`src/design/ctrlport_pkg.sv`:
```
// ControlPort and cable register definitions
package ctrlport_pkg;

  // --------------------------------------------------
  // ControlPort field widths
  // --------------------------------------------------
  localparam int CTRLPORT_ADDR_W    = 20;
  localparam int CTRLPORT_DATA_W    = 32;
  localparam int CTRLPORT_BYTE_EN_W = 4;

  // Response status codes
  typedef enum logic [1:0] {
    CTRL_STS_OKAY    = 2'b00,
    CTRL_STS_CMDERR  = 2'b01,
    CTRL_STS_TSERR   = 2'b10,
    CTRL_STS_WARNING = 2'b11
  } ctrlport_status_t;

  // --------------------------------------------------
  // Board controller address map
  // --------------------------------------------------
  // Board controller window
  localparam logic [CTRLPORT_ADDR_W-1:0] MB_CPLD           = 20'h08000;
  // PL register block inside the board controller
  localparam logic [CTRLPORT_ADDR_W-1:0] PL_REGISTERS      = 20'h00400;
  // Cable present register offset
  localparam logic [CTRLPORT_ADDR_W-1:0] CABLE_PRESENT_REG = 20'h00040;

  // Full address seen on the bus
  localparam logic [CTRLPORT_ADDR_W-1:0] CABLE_PRESENT_ADDR =
    MB_CPLD + PL_REGISTERS + CABLE_PRESENT_REG;

  // Bit positions in register data
  localparam int IPASS0_CABLE_PRESENT = 0;
  localparam int IPASS1_CABLE_PRESENT = 1;

  // Number of iPass cable ports
  localparam int NUM_IPASS = 2;

endpackage

```
`src/design/bit_synchronizer.sv`:
```
// Flip-flop level synchronizer
`timescale 1ns/1ps

module bit_synchronizer #(
  parameter int WIDTH       = 1,
  parameter int SYNC_STAGES = 2
) (
  input  logic             ctrlport_clk,
  input  logic             ctrlport_rst,
  input  logic [WIDTH-1:0] async_in,
  output logic [WIDTH-1:0] sync_out
);

  // Stage 0 samples the asynchronous pins
  logic [WIDTH-1:0] sync_q [SYNC_STAGES];

  always_ff @(posedge ctrlport_clk) begin
    if (ctrlport_rst) begin
      for (int i = 0; i < SYNC_STAGES; i++) begin
        sync_q[i] <= '0;
      end
    end else begin
      sync_q[0] <= async_in;
      // Shift along the chain
      for (int i = 1; i < SYNC_STAGES; i++) begin
        sync_q[i] <= sync_q[i-1];
      end
    end
  end

  // Last stage is the settled value
  assign sync_out = sync_q[SYNC_STAGES-1];

endmodule

```
`src/design/ipass_present_controller.sv`:
```
// iPass cable present write producer
`timescale 1ns/1ps

module ipass_present_controller #(
  parameter int SYNC_STAGES = 2
) (
  input  logic ctrlport_clk,
  input  logic ctrlport_rst,

  // Configuration
  input  logic enable,

  // Active low asynchronous pins
  input  logic [ctrlport_pkg::NUM_IPASS-1:0] ipass_present_n,

  // ControlPort request
  output logic                                     m_ctrlport_req_wr,
  output logic                                     m_ctrlport_req_rd,
  output logic [ctrlport_pkg::CTRLPORT_ADDR_W-1:0] m_ctrlport_req_addr,
  output logic [ctrlport_pkg::CTRLPORT_DATA_W-1:0] m_ctrlport_req_data,
  output logic [ctrlport_pkg::CTRLPORT_BYTE_EN_W-1:0] m_ctrlport_req_byte_en,

  // ControlPort response
  input  logic                                     m_ctrlport_resp_ack,
  input  ctrlport_pkg::ctrlport_status_t           m_ctrlport_resp_status,
  input  logic [ctrlport_pkg::CTRLPORT_DATA_W-1:0] m_ctrlport_resp_data
);

  import ctrlport_pkg::*;

  // --------------------------------------------------
  // Pin synchronization
  // --------------------------------------------------
  logic [NUM_IPASS-1:0] present_sync;

  bit_synchronizer #(
    .WIDTH       (NUM_IPASS),
    .SYNC_STAGES (SYNC_STAGES)
  ) present_sync_i (
    .ctrlport_clk (ctrlport_clk),
    .ctrlport_rst (ctrlport_rst),
    .async_in     (~ipass_present_n),
    .sync_out     (present_sync)
  );

  // --------------------------------------------------
  // Change detection and request issue
  // --------------------------------------------------
  logic                 in_progress;
  logic                 error_seen;
  logic                 enable_q;
  logic [NUM_IPASS-1:0] present_cached;

  // Enable rising edge forces a resend
  logic activated;
  assign activated = enable & ~enable_q;

  logic need_write;
  assign need_write = (present_sync != present_cached) || error_seen || activated;

  always_ff @(posedge ctrlport_clk) begin
    if (ctrlport_rst) begin
      m_ctrlport_req_wr <= 1'b0;
      in_progress       <= 1'b0;
      error_seen        <= 1'b0;
      enable_q          <= 1'b0;
      present_cached    <= '0;
    end else begin
      m_ctrlport_req_wr <= 1'b0;
      enable_q          <= enable;

      // One write at a time
      if (need_write && !in_progress && enable) begin
        m_ctrlport_req_wr <= 1'b1;
        in_progress       <= 1'b1;
        present_cached    <= present_sync;
      end

      // Ack closes the transfer and an error arms a retry
      if (m_ctrlport_resp_ack) begin
        in_progress <= 1'b0;
        error_seen  <= (m_ctrlport_resp_status != CTRL_STS_OKAY);
      end
    end
  end

  // --------------------------------------------------
  // Fixed request fields
  // --------------------------------------------------
  assign m_ctrlport_req_rd      = 1'b0;
  assign m_ctrlport_req_addr    = CABLE_PRESENT_ADDR;
  assign m_ctrlport_req_byte_en = '1;

  always_comb begin
    m_ctrlport_req_data                       = '0;
    m_ctrlport_req_data[IPASS0_CABLE_PRESENT] = present_cached[0];
    m_ctrlport_req_data[IPASS1_CABLE_PRESENT] = present_cached[1];
  end

endmodule

```
`src/design/ctrlport_req_buffer.sv`:
```
// ControlPort request queue
`timescale 1ns/1ps

module ctrlport_req_buffer #(
  parameter int BUFFER_DEPTH = 4
) (
  input  logic ctrlport_clk,
  input  logic ctrlport_rst,

  // Upstream request
  input  logic                                     s_ctrlport_req_wr,
  input  logic                                     s_ctrlport_req_rd,
  input  logic [ctrlport_pkg::CTRLPORT_ADDR_W-1:0] s_ctrlport_req_addr,
  input  logic [ctrlport_pkg::CTRLPORT_DATA_W-1:0] s_ctrlport_req_data,
  input  logic [ctrlport_pkg::CTRLPORT_BYTE_EN_W-1:0] s_ctrlport_req_byte_en,

  // Upstream response
  output logic                                     s_ctrlport_resp_ack,
  output ctrlport_pkg::ctrlport_status_t           s_ctrlport_resp_status,
  output logic [ctrlport_pkg::CTRLPORT_DATA_W-1:0] s_ctrlport_resp_data,

  // Downstream request
  output logic                                     m_ctrlport_req_wr,
  output logic                                     m_ctrlport_req_rd,
  output logic [ctrlport_pkg::CTRLPORT_ADDR_W-1:0] m_ctrlport_req_addr,
  output logic [ctrlport_pkg::CTRLPORT_DATA_W-1:0] m_ctrlport_req_data,
  output logic [ctrlport_pkg::CTRLPORT_BYTE_EN_W-1:0] m_ctrlport_req_byte_en,

  // Downstream response
  input  logic                                     m_ctrlport_resp_ack,
  input  ctrlport_pkg::ctrlport_status_t           m_ctrlport_resp_status,
  input  logic [ctrlport_pkg::CTRLPORT_DATA_W-1:0] m_ctrlport_resp_data
);

  import ctrlport_pkg::*;

  localparam int PTR_W = $clog2(BUFFER_DEPTH);

  // --------------------------------------------------
  // Queue storage
  // --------------------------------------------------
  logic [CTRLPORT_ADDR_W-1:0]    addr_mem [BUFFER_DEPTH];
  logic [CTRLPORT_DATA_W-1:0]    data_mem [BUFFER_DEPTH];
  logic [CTRLPORT_BYTE_EN_W-1:0] be_mem   [BUFFER_DEPTH];
  logic                          rd_mem   [BUFFER_DEPTH];

  // Extra MSB tells full from empty
  logic [PTR_W:0] wr_ptr;
  logic [PTR_W:0] rd_ptr;
  logic           outstanding;
  logic [7:0]     drop_count;

  logic empty;
  logic full;
  logic strobe;
  logic push;
  logic issue;

  assign empty  = (wr_ptr == rd_ptr);
  assign full   = (wr_ptr[PTR_W] != rd_ptr[PTR_W]) &&
                  (wr_ptr[PTR_W-1:0] == rd_ptr[PTR_W-1:0]);
  assign strobe = s_ctrlport_req_wr | s_ctrlport_req_rd;
  assign push   = strobe && !full;
  // Head goes out only when downstream is idle
  assign issue  = !empty && !outstanding;

  // Payload storage write
  always_ff @(posedge ctrlport_clk) begin
    if (push) begin
      addr_mem[wr_ptr[PTR_W-1:0]] <= s_ctrlport_req_addr;
      data_mem[wr_ptr[PTR_W-1:0]] <= s_ctrlport_req_data;
      be_mem[wr_ptr[PTR_W-1:0]]   <= s_ctrlport_req_byte_en;
      rd_mem[wr_ptr[PTR_W-1:0]]   <= s_ctrlport_req_rd;
    end
  end

  // --------------------------------------------------
  // Pointers and outstanding tracking
  // --------------------------------------------------
  always_ff @(posedge ctrlport_clk) begin
    if (ctrlport_rst) begin
      wr_ptr      <= '0;
      rd_ptr      <= '0;
      outstanding <= 1'b0;
      drop_count  <= '0;
    end else begin
      if (push) begin
        wr_ptr <= wr_ptr + 1'b1;
      end
      // Full queue loses the request and counts the drop
      if (strobe && full) begin
        drop_count <= drop_count + 1'b1;
      end
      if (issue) begin
        rd_ptr      <= rd_ptr + 1'b1;
        outstanding <= 1'b1;
      end else if (m_ctrlport_resp_ack) begin
        outstanding <= 1'b0;
      end
    end
  end

  // Head entry drives the downstream port
  assign m_ctrlport_req_wr      = issue && !rd_mem[rd_ptr[PTR_W-1:0]];
  assign m_ctrlport_req_rd      = issue && rd_mem[rd_ptr[PTR_W-1:0]];
  assign m_ctrlport_req_addr    = addr_mem[rd_ptr[PTR_W-1:0]];
  assign m_ctrlport_req_data    = data_mem[rd_ptr[PTR_W-1:0]];
  assign m_ctrlport_req_byte_en = be_mem[rd_ptr[PTR_W-1:0]];

  // Response relayed in the same cycle
  assign s_ctrlport_resp_ack    = m_ctrlport_resp_ack;
  assign s_ctrlport_resp_status = m_ctrlport_resp_status;
  assign s_ctrlport_resp_data   = m_ctrlport_resp_data;

endmodule

```
`src/design/cpld_cable_register.sv`:
```
// Board controller cable present register
`timescale 1ns/1ps

module cpld_cable_register #(
  parameter int ACK_LATENCY = 3
) (
  input  logic ctrlport_clk,
  input  logic ctrlport_rst,

  // Target refuses writes while high
  input  logic cpld_reject,

  // ControlPort request
  input  logic                                     s_ctrlport_req_wr,
  input  logic                                     s_ctrlport_req_rd,
  input  logic [ctrlport_pkg::CTRLPORT_ADDR_W-1:0] s_ctrlport_req_addr,
  input  logic [ctrlport_pkg::CTRLPORT_DATA_W-1:0] s_ctrlport_req_data,
  input  logic [ctrlport_pkg::CTRLPORT_BYTE_EN_W-1:0] s_ctrlport_req_byte_en,

  // ControlPort response
  output logic                                     s_ctrlport_resp_ack,
  output ctrlport_pkg::ctrlport_status_t           s_ctrlport_resp_status,
  output logic [ctrlport_pkg::CTRLPORT_DATA_W-1:0] s_ctrlport_resp_data,

  // Register contents
  output logic [ctrlport_pkg::NUM_IPASS-1:0] cable_present,
  output logic [15:0]                        write_count
);

  import ctrlport_pkg::*;

  localparam int CNT_W = $clog2(ACK_LATENCY + 1);

  // --------------------------------------------------
  // Decode at the request pulse
  // --------------------------------------------------
  logic                 req_strobe;
  ctrlport_status_t     req_status;
  logic [NUM_IPASS-1:0] req_bits;

  assign req_strobe = s_ctrlport_req_wr | s_ctrlport_req_rd;

  always_comb begin
    req_bits = cable_present;
    if (s_ctrlport_req_addr != CABLE_PRESENT_ADDR) begin
      req_status = CTRL_STS_CMDERR;
    end else if (cpld_reject) begin
      // Register keeps its value
      req_status = CTRL_STS_TSERR;
    end else begin
      req_status = CTRL_STS_OKAY;
      // Both bits live in byte 0
      if (s_ctrlport_req_wr && s_ctrlport_req_byte_en[0]) begin
        req_bits[0] = s_ctrlport_req_data[IPASS0_CABLE_PRESENT];
        req_bits[1] = s_ctrlport_req_data[IPASS1_CABLE_PRESENT];
      end
    end
  end

  // Decision held until the ack
  ctrlport_status_t     pend_status;
  logic [NUM_IPASS-1:0] pend_bits;
  logic                 pend_wr;
  logic [CNT_W-1:0]     lat_cnt;

  always_ff @(posedge ctrlport_clk) begin
    if (req_strobe) begin
      pend_status <= req_status;
      pend_bits   <= req_bits;
      pend_wr     <= s_ctrlport_req_wr;
    end
  end

  // --------------------------------------------------
  // Latency counter and ack
  // --------------------------------------------------
  ctrlport_status_t     cur_status;
  logic [NUM_IPASS-1:0] cur_bits;
  logic                 cur_wr;
  logic                 fire;

  // Latency of one acks straight from the pulse
  assign fire       = req_strobe ? (ACK_LATENCY == 1) : (lat_cnt == CNT_W'(1));
  assign cur_status = req_strobe ? req_status : pend_status;
  assign cur_bits   = req_strobe ? req_bits : pend_bits;
  assign cur_wr     = req_strobe ? s_ctrlport_req_wr : pend_wr;

  always_ff @(posedge ctrlport_clk) begin
    if (ctrlport_rst) begin
      lat_cnt             <= '0;
      s_ctrlport_resp_ack <= 1'b0;
      cable_present       <= '0;
      write_count         <= '0;
    end else begin
      s_ctrlport_resp_ack <= 1'b0;
      if (req_strobe) begin
        lat_cnt <= CNT_W'(ACK_LATENCY - 1);
      end else if (lat_cnt != '0) begin
        lat_cnt <= lat_cnt - 1'b1;
      end
      if (fire) begin
        s_ctrlport_resp_ack <= 1'b1;
        // Only accepted writes touch the register
        if (cur_wr && cur_status == CTRL_STS_OKAY) begin
          cable_present <= cur_bits;
          write_count   <= write_count + 1'b1;
        end
      end
    end
  end

  // Response payload carries the register readback
  always_ff @(posedge ctrlport_clk) begin
    if (fire) begin
      s_ctrlport_resp_status                       <= cur_status;
      s_ctrlport_resp_data                         <= '0;
      s_ctrlport_resp_data[IPASS0_CABLE_PRESENT]   <= cur_bits[0];
      s_ctrlport_resp_data[IPASS1_CABLE_PRESENT]   <= cur_bits[1];
    end
  end

endmodule

```
`src/design/ipass_cable_sync_top.sv`:
```
// iPass cable present sync subsystem
`timescale 1ns/1ps

module ipass_cable_sync_top #(
  parameter int SYNC_STAGES  = 2,
  parameter int BUFFER_DEPTH = 4,
  parameter int ACK_LATENCY  = 3
) (
  input  logic                               ctrlport_clk,
  input  logic                               ctrlport_rst,
  input  logic                               enable,
  input  logic [ctrlport_pkg::NUM_IPASS-1:0] ipass_present_n,
  input  logic                               cpld_reject,
  output logic [ctrlport_pkg::NUM_IPASS-1:0] cable_present,
  output logic [15:0]                        write_count
);

  import ctrlport_pkg::*;

  // --------------------------------------------------
  // Link 1, producer to buffer
  // --------------------------------------------------
  logic                          l1_req_wr;
  logic                          l1_req_rd;
  logic [CTRLPORT_ADDR_W-1:0]    l1_req_addr;
  logic [CTRLPORT_DATA_W-1:0]    l1_req_data;
  logic [CTRLPORT_BYTE_EN_W-1:0] l1_req_byte_en;
  logic                          l1_resp_ack;
  ctrlport_status_t              l1_resp_status;
  logic [CTRLPORT_DATA_W-1:0]    l1_resp_data;

  // Link 2, buffer to register
  logic                          l2_req_wr;
  logic                          l2_req_rd;
  logic [CTRLPORT_ADDR_W-1:0]    l2_req_addr;
  logic [CTRLPORT_DATA_W-1:0]    l2_req_data;
  logic [CTRLPORT_BYTE_EN_W-1:0] l2_req_byte_en;
  logic                          l2_resp_ack;
  ctrlport_status_t              l2_resp_status;
  logic [CTRLPORT_DATA_W-1:0]    l2_resp_data;

  ipass_present_controller #(
    .SYNC_STAGES (SYNC_STAGES)
  ) ipass_present_controller_i (
    .ctrlport_clk           (ctrlport_clk),
    .ctrlport_rst           (ctrlport_rst),
    .enable                 (enable),
    .ipass_present_n        (ipass_present_n),
    .m_ctrlport_req_wr      (l1_req_wr),
    .m_ctrlport_req_rd      (l1_req_rd),
    .m_ctrlport_req_addr    (l1_req_addr),
    .m_ctrlport_req_data    (l1_req_data),
    .m_ctrlport_req_byte_en (l1_req_byte_en),
    .m_ctrlport_resp_ack    (l1_resp_ack),
    .m_ctrlport_resp_status (l1_resp_status),
    .m_ctrlport_resp_data   (l1_resp_data)
  );

  ctrlport_req_buffer #(
    .BUFFER_DEPTH (BUFFER_DEPTH)
  ) ctrlport_req_buffer_i (
    .ctrlport_clk           (ctrlport_clk),
    .ctrlport_rst           (ctrlport_rst),
    .s_ctrlport_req_wr      (l1_req_wr),
    .s_ctrlport_req_rd      (l1_req_rd),
    .s_ctrlport_req_addr    (l1_req_addr),
    .s_ctrlport_req_data    (l1_req_data),
    .s_ctrlport_req_byte_en (l1_req_byte_en),
    .s_ctrlport_resp_ack    (l1_resp_ack),
    .s_ctrlport_resp_status (l1_resp_status),
    .s_ctrlport_resp_data   (l1_resp_data),
    .m_ctrlport_req_wr      (l2_req_wr),
    .m_ctrlport_req_rd      (l2_req_rd),
    .m_ctrlport_req_addr    (l2_req_addr),
    .m_ctrlport_req_data    (l2_req_data),
    .m_ctrlport_req_byte_en (l2_req_byte_en),
    .m_ctrlport_resp_ack    (l2_resp_ack),
    .m_ctrlport_resp_status (l2_resp_status),
    .m_ctrlport_resp_data   (l2_resp_data)
  );

  cpld_cable_register #(
    .ACK_LATENCY (ACK_LATENCY)
  ) cpld_cable_register_i (
    .ctrlport_clk           (ctrlport_clk),
    .ctrlport_rst           (ctrlport_rst),
    .cpld_reject            (cpld_reject),
    .s_ctrlport_req_wr      (l2_req_wr),
    .s_ctrlport_req_rd      (l2_req_rd),
    .s_ctrlport_req_addr    (l2_req_addr),
    .s_ctrlport_req_data    (l2_req_data),
    .s_ctrlport_req_byte_en (l2_req_byte_en),
    .s_ctrlport_resp_ack    (l2_resp_ack),
    .s_ctrlport_resp_status (l2_resp_status),
    .s_ctrlport_resp_data   (l2_resp_data),
    .cable_present          (cable_present),
    .write_count            (write_count)
  );

endmodule

```
`config.mk`:
```
export PLATFORM = sky130hd
export DESIGN_NAME = ipass_cable_sync_top
export DESIGN_NICKNAME = d
export VERILOG_FILES = /design/src/design/ctrlport_pkg.sv /design/src/design/bit_synchronizer.sv /design/src/design/ipass_present_controller.sv /design/src/design/ctrlport_req_buffer.sv /design/src/design/cpld_cable_register.sv /design/src/design/ipass_cable_sync_top.sv
export SDC_FILE = /design/constraint.sdc
export NUM_CORES = 1
export LEC_CHECK = 0
export ABC_AREA = 1
export ABC_CLOCK_PERIOD_IN_PS = 1700
export BUFFER_PORTS_ARGS = -buffer_cell sky130_fd_sc_hd__buf_2
export CORE_ASPECT_RATIO = 2
export CORE_MARGIN = 2
export CORE_UTILIZATION = 58
export CTS_CLUSTER_SIZE = 20
export DETAILED_ROUTE_END_ITERATION = 8
export PLACE_DENSITY = 0.78
export SLEW_MARGIN = 20
export SYNTH_ARGS = -nofsm -noshare
export SYNTH_HDL_FRONTEND = slang
export SYNTH_SLANG_ARGS = --single-unit
export TNS_END_PERCENT = 100
```
`constraint.sdc`:
```
create_clock -name ctrlport_clk -period 1.7 [get_ports ctrlport_clk]
set_input_delay 0.34 -clock ctrlport_clk [delete_from_list [all_inputs] [get_ports ctrlport_clk]]
set_output_delay 0.34 -clock ctrlport_clk [all_outputs]
set_load 0.02 [all_outputs]
```
; Yosys cells after proc, flatten, opt, wreduce, memory -nomap -nowiden
; Memory sizes are Yosys's and may differ from the RTL's. A register that Yosys moved wholly into a read port is not among the register bits.
; Cells that the tools add are included.
[classes]
add_sub_neg = 4
n_eq_ne = 6
mux = 24
bitwise = 6
n_reduce_logical = 24
[ops]
columns = op, count
row1 = two-way mux 2 bit, 13
row2 = "!= test 20 x 16 -> 1 bit, both inputs constant", 1
row3 = "adder 16 x 1 -> 16 bit, second input constant", 1
row4 = two-way mux 1 bit, 11
row5 = nonzero test 2 bit, 4
row6 = logical AND 1 bit, 7
row7 = "adder 3 x 1 -> 3 bit, second input constant", 2
row8 = zero test 1 bit, 4
row9 = OR reduction 2 bit, 2
row10 = equality test 3 bit, 1
row11 = bitwise OR 1 bit, 3
row12 = "equality test 2 x 1 -> 1 bit, second input constant", 1
row13 = equality test 2 bit, 1
row14 = "logical AND 1 bit, second input constant", 2
row15 = zero test 2 bit, 1
row16 = logical OR 1 bit, 2
row17 = != test 2 bit, 1
row18 = NOT 2 bit, 1
row19 = AND reduction 2 bit, 1
row20 = "subtractor 2 x 1 -> 2 bit, second input constant", 1
row21 = bitwise AND 1 bit, 1
row22 = "zero test 1 bit, first input constant", 1
row23 = != test 1 bit, 1
row24 = NOT 1 bit, 1
[totals]
reg_bits = 41
ram_bits = 12
input_bits = 6
output_inout_bits = 18
elab_cells = 83
mem_count = 2
[mem_list]
columns = name, depth, width, read_ports, rd_clocked_by_memory_dff, wr, line_no
row1 = ctrlport_req_buffer_i.data_mem, 4, 2, 1, 1, 1, ctrlport_req_buffer.sv:43  ; logic [CTRLPORT_DATA_W-1:0] data_mem [BUFFER_DEPTH];
row2 = ipass_present_controller_i.present_sync_i.sync_q, 2, 2, 2, 0, 2, bit_synchronizer.sv:15  ; logic [WIDTH-1:0] sync_q [SYNC_STAGES];

; Longest topological paths before layout
[depth]
word_depth = 9
depth_mapped = 12
mapped_depth_nobuf = 11

; Cells and area by module
; From an unflattened synthesis, not the netlist that was laid out.
[hier_totals]
cells_unflattened = 1050
hier_area_um2 = 11916.4
[modules_own_cells]
columns = mod, instances, cells_per_inst, area_per_inst_um2, seq_area_each_um2
row1 = ctrlport_req_buffer, 1, 667, 9220.1, 7026.7
row2 = cpld_cable_register, 1, 265, 1854.3, 640.6
row3 = ipass_present_controller, 1, 104, 716.9, 120.1
row4 = bit_synchronizer, 1, 14, 125.1, 80.1

; Worst setup path before layout
; No wires, ideal clock.
[synth_timing]
kind = reg2reg
startpoint = register cpld_cable_register_i.write_count[0]
endpoint = register cpld_cable_register_i.write_count[14]
setup_ps = 64
arrival_time_ps = 1457
t_required_ps = 1636
path_slack_ps = 179
path_stages_with_launch = 12
period_less_slack_ps = 1521
path_cell_list = dfxtp_1 > ha_1 > nand2_1 > inv_1 > nand2_1 > nor2_2 > nand3_1 > nor2_1 > inv_1 > nor2_1 > nor2_1 > nor2_1
[synth_via]
elab_chain_cells = 1
[synth_rtl]
columns = item, line_no
row1 = start: declaration, cpld_cable_register.sv:27  ; output logic [15:0] write_count
row2 = start signal: assignment, cpld_cable_register.sv:106  ; write_count <= write_count + 1'b1;
row3 = adder 16 x 1 -> 16 bit, cpld_cable_register.sv:106
; Every way passes these cells.
; A chain may end at the register's enable or synchronous reset.

; Worst setup path after layout
[layout_timing]
startpoint = register ctrlport_req_buffer_i.wr_ptr[0]
endpoint = register cpld_cable_register_i.cable_present[1] (netlist name)
[layout_via]
elab_chain_cells = 9
word_cells_on_any_way = 17
classes_between = eq/ne (1) / mux (7) / bitwise (1) / reduce/logical (8)
[layout_rtl]
columns = item, line_no
row1 = start: declaration, ctrlport_req_buffer.sv:48  ; logic [PTR_W:0] wr_ptr;
row2 = start signal: assignment, ctrlport_req_buffer.sv:88  ; wr_ptr <= wr_ptr + 1'b1;
row3 = equality test 3 bit *, ctrlport_req_buffer.sv:59  ; assign empty = (wr_ptr == rd_ptr);
row4 = zero test 1 bit *, ctrlport_req_buffer.sv:65  ; assign issue = !empty && !outstanding;
row5 = logical AND 1 bit *, ctrlport_req_buffer.sv:65
row6 = "logical AND 1 bit, on equally long branches", "ctrlport_req_buffer.sv:104, ctrlport_req_buffer.sv:105"
row7 = logical AND 1 bit / bitwise OR 1 bit (equally long branches), "cpld_cable_register.sv:53, cpld_cable_register.sv:41"
row8 = "two-way mux 2 bit, on equally long branches", "cpld_cable_register.sv:53, cpld_cable_register.sv:84"
row9 = two-way mux 2 bit / zero test 2 bit (equally long branches), "cpld_cable_register.sv:47, cpld_cable_register.sv:104"
row10 = two-way mux 2 bit / logical AND 1 bit (equally long branches), "cpld_cable_register.sv:45, cpld_cable_register.sv:104"
row11 = two-way mux 2 bit / AND reduction 2 bit (equally long branches), --
row12 = end signal: assignment, cpld_cable_register.sv:105  ; cable_present <= cur_bits;
row13 = end: declaration, cpld_cable_register.sv:26  ; output logic [ctrlport_pkg::NUM_IPASS-1:0] cable_present,
; Mark *: on every way between the ends. The rest lies on a longest branch, timed or not.

==> results.sh <==
export IMPL_met3WireLength_um=117
export IMPL_synth_xor_area_share_pct=1.70
export IMPL_clock_root_buffer="clkbuf_8"
export IMPL_rrSetupSlack_ns=0.13
export IMPL_clk_insertion_delay_late_ns=0.32
export IMPL_ir_worst_vdd_mv=0.775
export IMPL_leakage_nw=1.29
export IMPL_final_max_slew_violation_count=0
export IMPL_wire_per_inst_um=12.8
export IMPL_netlist_area_um2=2580
export IMPL_min_from="ipass_present_n[1]"
export IMPL_drive_gt1_share_pct=20.1
export IMPL_startpoint="ctrlport_req_buffer_i.wr_ptr[0]"
export IMPL_clk_pin_slew_ns=0.10
export IMPL_synth_top_family_by_area="simple AND/OR/NAND/NOR gates"
export IMPL_required_ns=1.96
export IMPL_critical_path_top_delay_family="simple AND/OR/NAND/NOR gates"
export IMPL_path_class="flop to flop"
export IMPL_multi_input_area_um2=1180
export IMPL_ios=24
export IMPL_p_int_mw=2.17
export IMPL_clock_power_share_pct=22.5
export IMPL_wirelength_um=5470
export IMPL_setup_violations=0
export IMPL_synthTopCellsByCount="66 x nand2_1, 62 x nor2_1, 49 x inv_1"
export IMPL_outcome="completed"
export IMPL_synth_edff_count=10
export IMPL_clock_skew_ns=0.00620
export IMPL_postCtsHoldBufs=0
export IMPL_worst_slack_ns=0.130
export IMPL_async_flop_share_pct=0
export IMPL_synth_fa_ha_area_share_pct=2.91
export IMPL_gp_congestion=0.897
export IMPL_grt_pass1_wl_um=8790
export IMPL_start_kind="flop"
export IMPL_max_freq_ghz=0.637
export IMPL_dp_slack_ns=0.0708
export IMPL_synth_seq_cells=55
export IMPL_rr_worst_depth=10
export IMPL_antenna_cells=0
export IMPL_grt_max_degree=20
export IMPL_slowest_delay_ns=0.42
export IMPL_yosysWarnings=0
export IMPL_grt_overflow=0
export IMPL_fin_crit_sh_pct=92.4
export IMPL_critPathBufInv=0
export IMPL_fin_tns_setup_ns=0
export IMPL_drv_cap=0
export IMPL_power_frac_comb_pct=31.9
export IMPL_tightest_slew_ns=0.384
export IMPL_synth_compound_area_share_pct=7.28
export IMPL_tritoncts="yes"
export IMPL_crit_arrival_ns=1.83
export IMPL_path_common_cell="nand2_1"
export IMPL_slew_headroom_pct=74.4
export IMPL_min_period_ns=1.57
export IMPL_routed_top_layer="met4"
export IMPL_stdcell_area_um2=2980
export IMPL_vias_per_cell=5.15
export IMPL_switching_share_pct=36.3
export IMPL_hp_class="input pin to flop"
export IMPL_synth_cell_types=29
export IMPL_r2r_start="ctrlport_req_buffer_i.wr_ptr[0]"
export IMPL_r2r_end="cpld_cable_register_i.cable_present[1]"
export IMPL_dpl_instance_area_um2=2780
export IMPL_syn_inst=337
export IMPL_p_seq_share_pct=45.6
export IMPL_synth_top_area_cell="dfxtp_1"
export IMPL_final_nets=384
export IMPL_hold_violations=0
export IMPL_vias=2201
export IMPL_io_buffer_count=23
export IMPL_die_y_um=98.3
export IMPL_synthToLayoutAreaGrowth_pct=15.7
export IMPL_drt_pass1_iterations=4
export IMPL_cts_buffers=5
export IMPL_dieArea_um2=5030
export IMPL_clk_path_buf_depth=2
export IMPL_path_cells="nand2_1, nand2_2, nand3_4, nand2_8, nand2_2, nand2_8, nand3_4, nand2_1, nand2_1, nor2_1"
export IMPL_met2WireLength_um=3280
export IMPL_ys_flop_type="dfxtp_1"
export IMPL_synth_top_area_share_pct=34.9
export IMPL_drt_met1_wl_um=1960
export IMPL_worstPathMaxFanout=11
export IMPL_synth_most_common_cell="nand2_1"
export IMPL_yosys_area_share_simple_pct=31.7
export IMPL_grt_pass1_vias=2094
export IMPL_core_area_um2=4300
export IMPL_fill_cells=362
export IMPL_hpwl_um=4020
export IMPL_crit_path_top_delay_cell="dfxtp_1"
export IMPL_avgSynthCellArea_um2=7.65
export IMPL_p_per_area_nw_per_um2=1140
export IMPL_synth_nets=349
export IMPL_synth_area_leaders="dfxtp_1 35%, edfxtp_1 12%, nand2_1 9.6%"
export IMPL_initial_core_util_pct=60.0
export IMPL_rsz0062_at_grt="no"
export IMPL_fp_dieW_um=51.2
export IMPL_switchingPower_mw=1.24
export IMPL_clock_sinks=55
export IMPL_grt_total_usage_pct=23.2
export IMPL_antenna_found_initial=0
export IMPL_endpoint_kind="flop"
export IMPL_row_count=34
export IMPL_synthMuxAreaShare_pct=0
export IMPL_fin_total_pwr_mw=3.41
export IMPL_ant_nets=0
export IMPL_ys_seq_area_share_pct=46.6
export IMPL_drc=0
export IMPL_regArea_um2=1210
export IMPL_htree_levels=2
export IMPL_first_iter_violations=52
export IMPL_min_path_cells=2
## layout make-up
class                           instances  area share, %
Multi-Input combinational cell        223           39.7
Clock inverter                          3          0.922
Clock buffer                            5           2.31
Timing Repair Buffer                   35           7.84
Inverter                               52           6.54
Tap cell                               54           2.26
Sequential cell                        55           40.4
## state kept, by name, summed over array words and instances, names as in the netlist, named ones only
register                                          count
ctrlport_req_buffer_i.rd_ptr                          3
cpld_cable_register_i.write_count                    16
cpld_cable_register_i.s_ctrlport_resp_status          2
ipass_present_controller_i.present_sync_i.sync_q      4
cpld_cable_register_i.pend_wr                         1
ipass_present_controller_i.error_seen                 1
cpld_cable_register_i.cable_present                   2
cpld_cable_register_i.pend_bits                       2
ctrlport_req_buffer_i.wr_ptr                          3
cpld_cable_register_i.lat_cnt                         2
cpld_cable_register_i.s_ctrlport_resp_ack             1
ctrlport_req_buffer_i.outstanding                     1
ipass_present_controller_i.present_cached             2
cpld_cable_register_i.pend_status                     2
ctrlport_req_buffer_i.data_mem                        8
ipass_present_controller_i.m_ctrlport_req_wr          1
ipass_present_controller_i.enable_q                   1
ipass_present_controller_i.in_progress                1
## routing by layer
metal  GRT usage, %  vias to the layer above
met4           10.4                        0
met2           47.0                       28
met3           3.36                        8
li1               -                     1135
met5              0                        -
met1           20.7                     1030
## metrics by stage
stage                     utilization [%]  cells  hold slack [ns]
after detailed placement             64.6    414            0.397
after CTS                            66.9    422            0.157
after global routing                 69.5    427            0.169
after floorplan                         -    337            0.388
final                                69.5    427            0.158
after global placement               64.6    414            0.390
## placed cells by master, fill, tap and decap left out, types with 2 or more instances in the layout
cell | synthesis | routed
nand2_1 | 66 | 65
nor2_1 | 62 | 60
inv_1 | 49 | 49
dfxtp_1 | 45 | 41
buf_2 | 1 | 23
nand4_1 | 18 | 18
a21oi_1 | 17 | 17
nand3_1 | 14 | 13
o21ai_0 | 11 | 11
edfxtp_1 | 10 | 10
buf_4 | 0 | 9
nand2_2 | 7 | 6
ha_1 | 6 | 5
clkbuf_8 | 0 | 5
nor2_2 | 2 | 4
dfxtp_2 | 0 | 4
inv_2 | 3 | 3
nand2_4 | 3 | 3
nand3_4 | 2 | 3
xor2_1 | 3 | 3
nand2_8 | 0 | 2
xnor2_1 | 2 | 2
or2_2 | 2 | 2
buf_12 | 0 | 2
## logic make-up (layout without fill, tap and decap cells)
| logic type | count (synthesis) | after routing |
|---|---|---|
| flops | 55 | 55 |
| buf+inv | 60 | 95 |
| fa+ha+maj | 6 | 6 |
| xor+xnor | 5 | 5 |
| simple gates | 179 | 180 |
| compound gates | 32 | 32 |
## timing repair
| action | CTS | global route |
|---|---|---|
| setup buffers | 0 | 4 |
| resized for setup | 0 | 15 |
| setup endpoints to repair | 0 | 17 |
## worst max path at each step
stage                                                   endpoint  depth (start not counted)  slack (ns)
after global placement    cpld_cable_register_i.cable_present[0]                          7        0.13
after detailed placement  cpld_cable_register_i.cable_present[1]                          9        0.07
after global routing       cpld_cable_register_i.write_count[14]                         11        0.01
after CTS                 cpld_cable_register_i.cable_present[1]                          9        0.05
after floorplan            cpld_cable_register_i.write_count[14]                         11        0.18
final                     cpld_cable_register_i.cable_present[1]                         10        0.13
## power by group through the flow
stage               logic [mW]  registers [mW]  clock network, mW
global route              1.18            1.57              0.822
detailed placement       0.900            1.58                  0
CTS                      0.902            1.55              0.780
global placement         0.880            1.58                  0
floorplan                0.660            1.57                  0
finish                    1.09            1.56              0.767
Note: power is estimated with default switching activity, not from simulation.
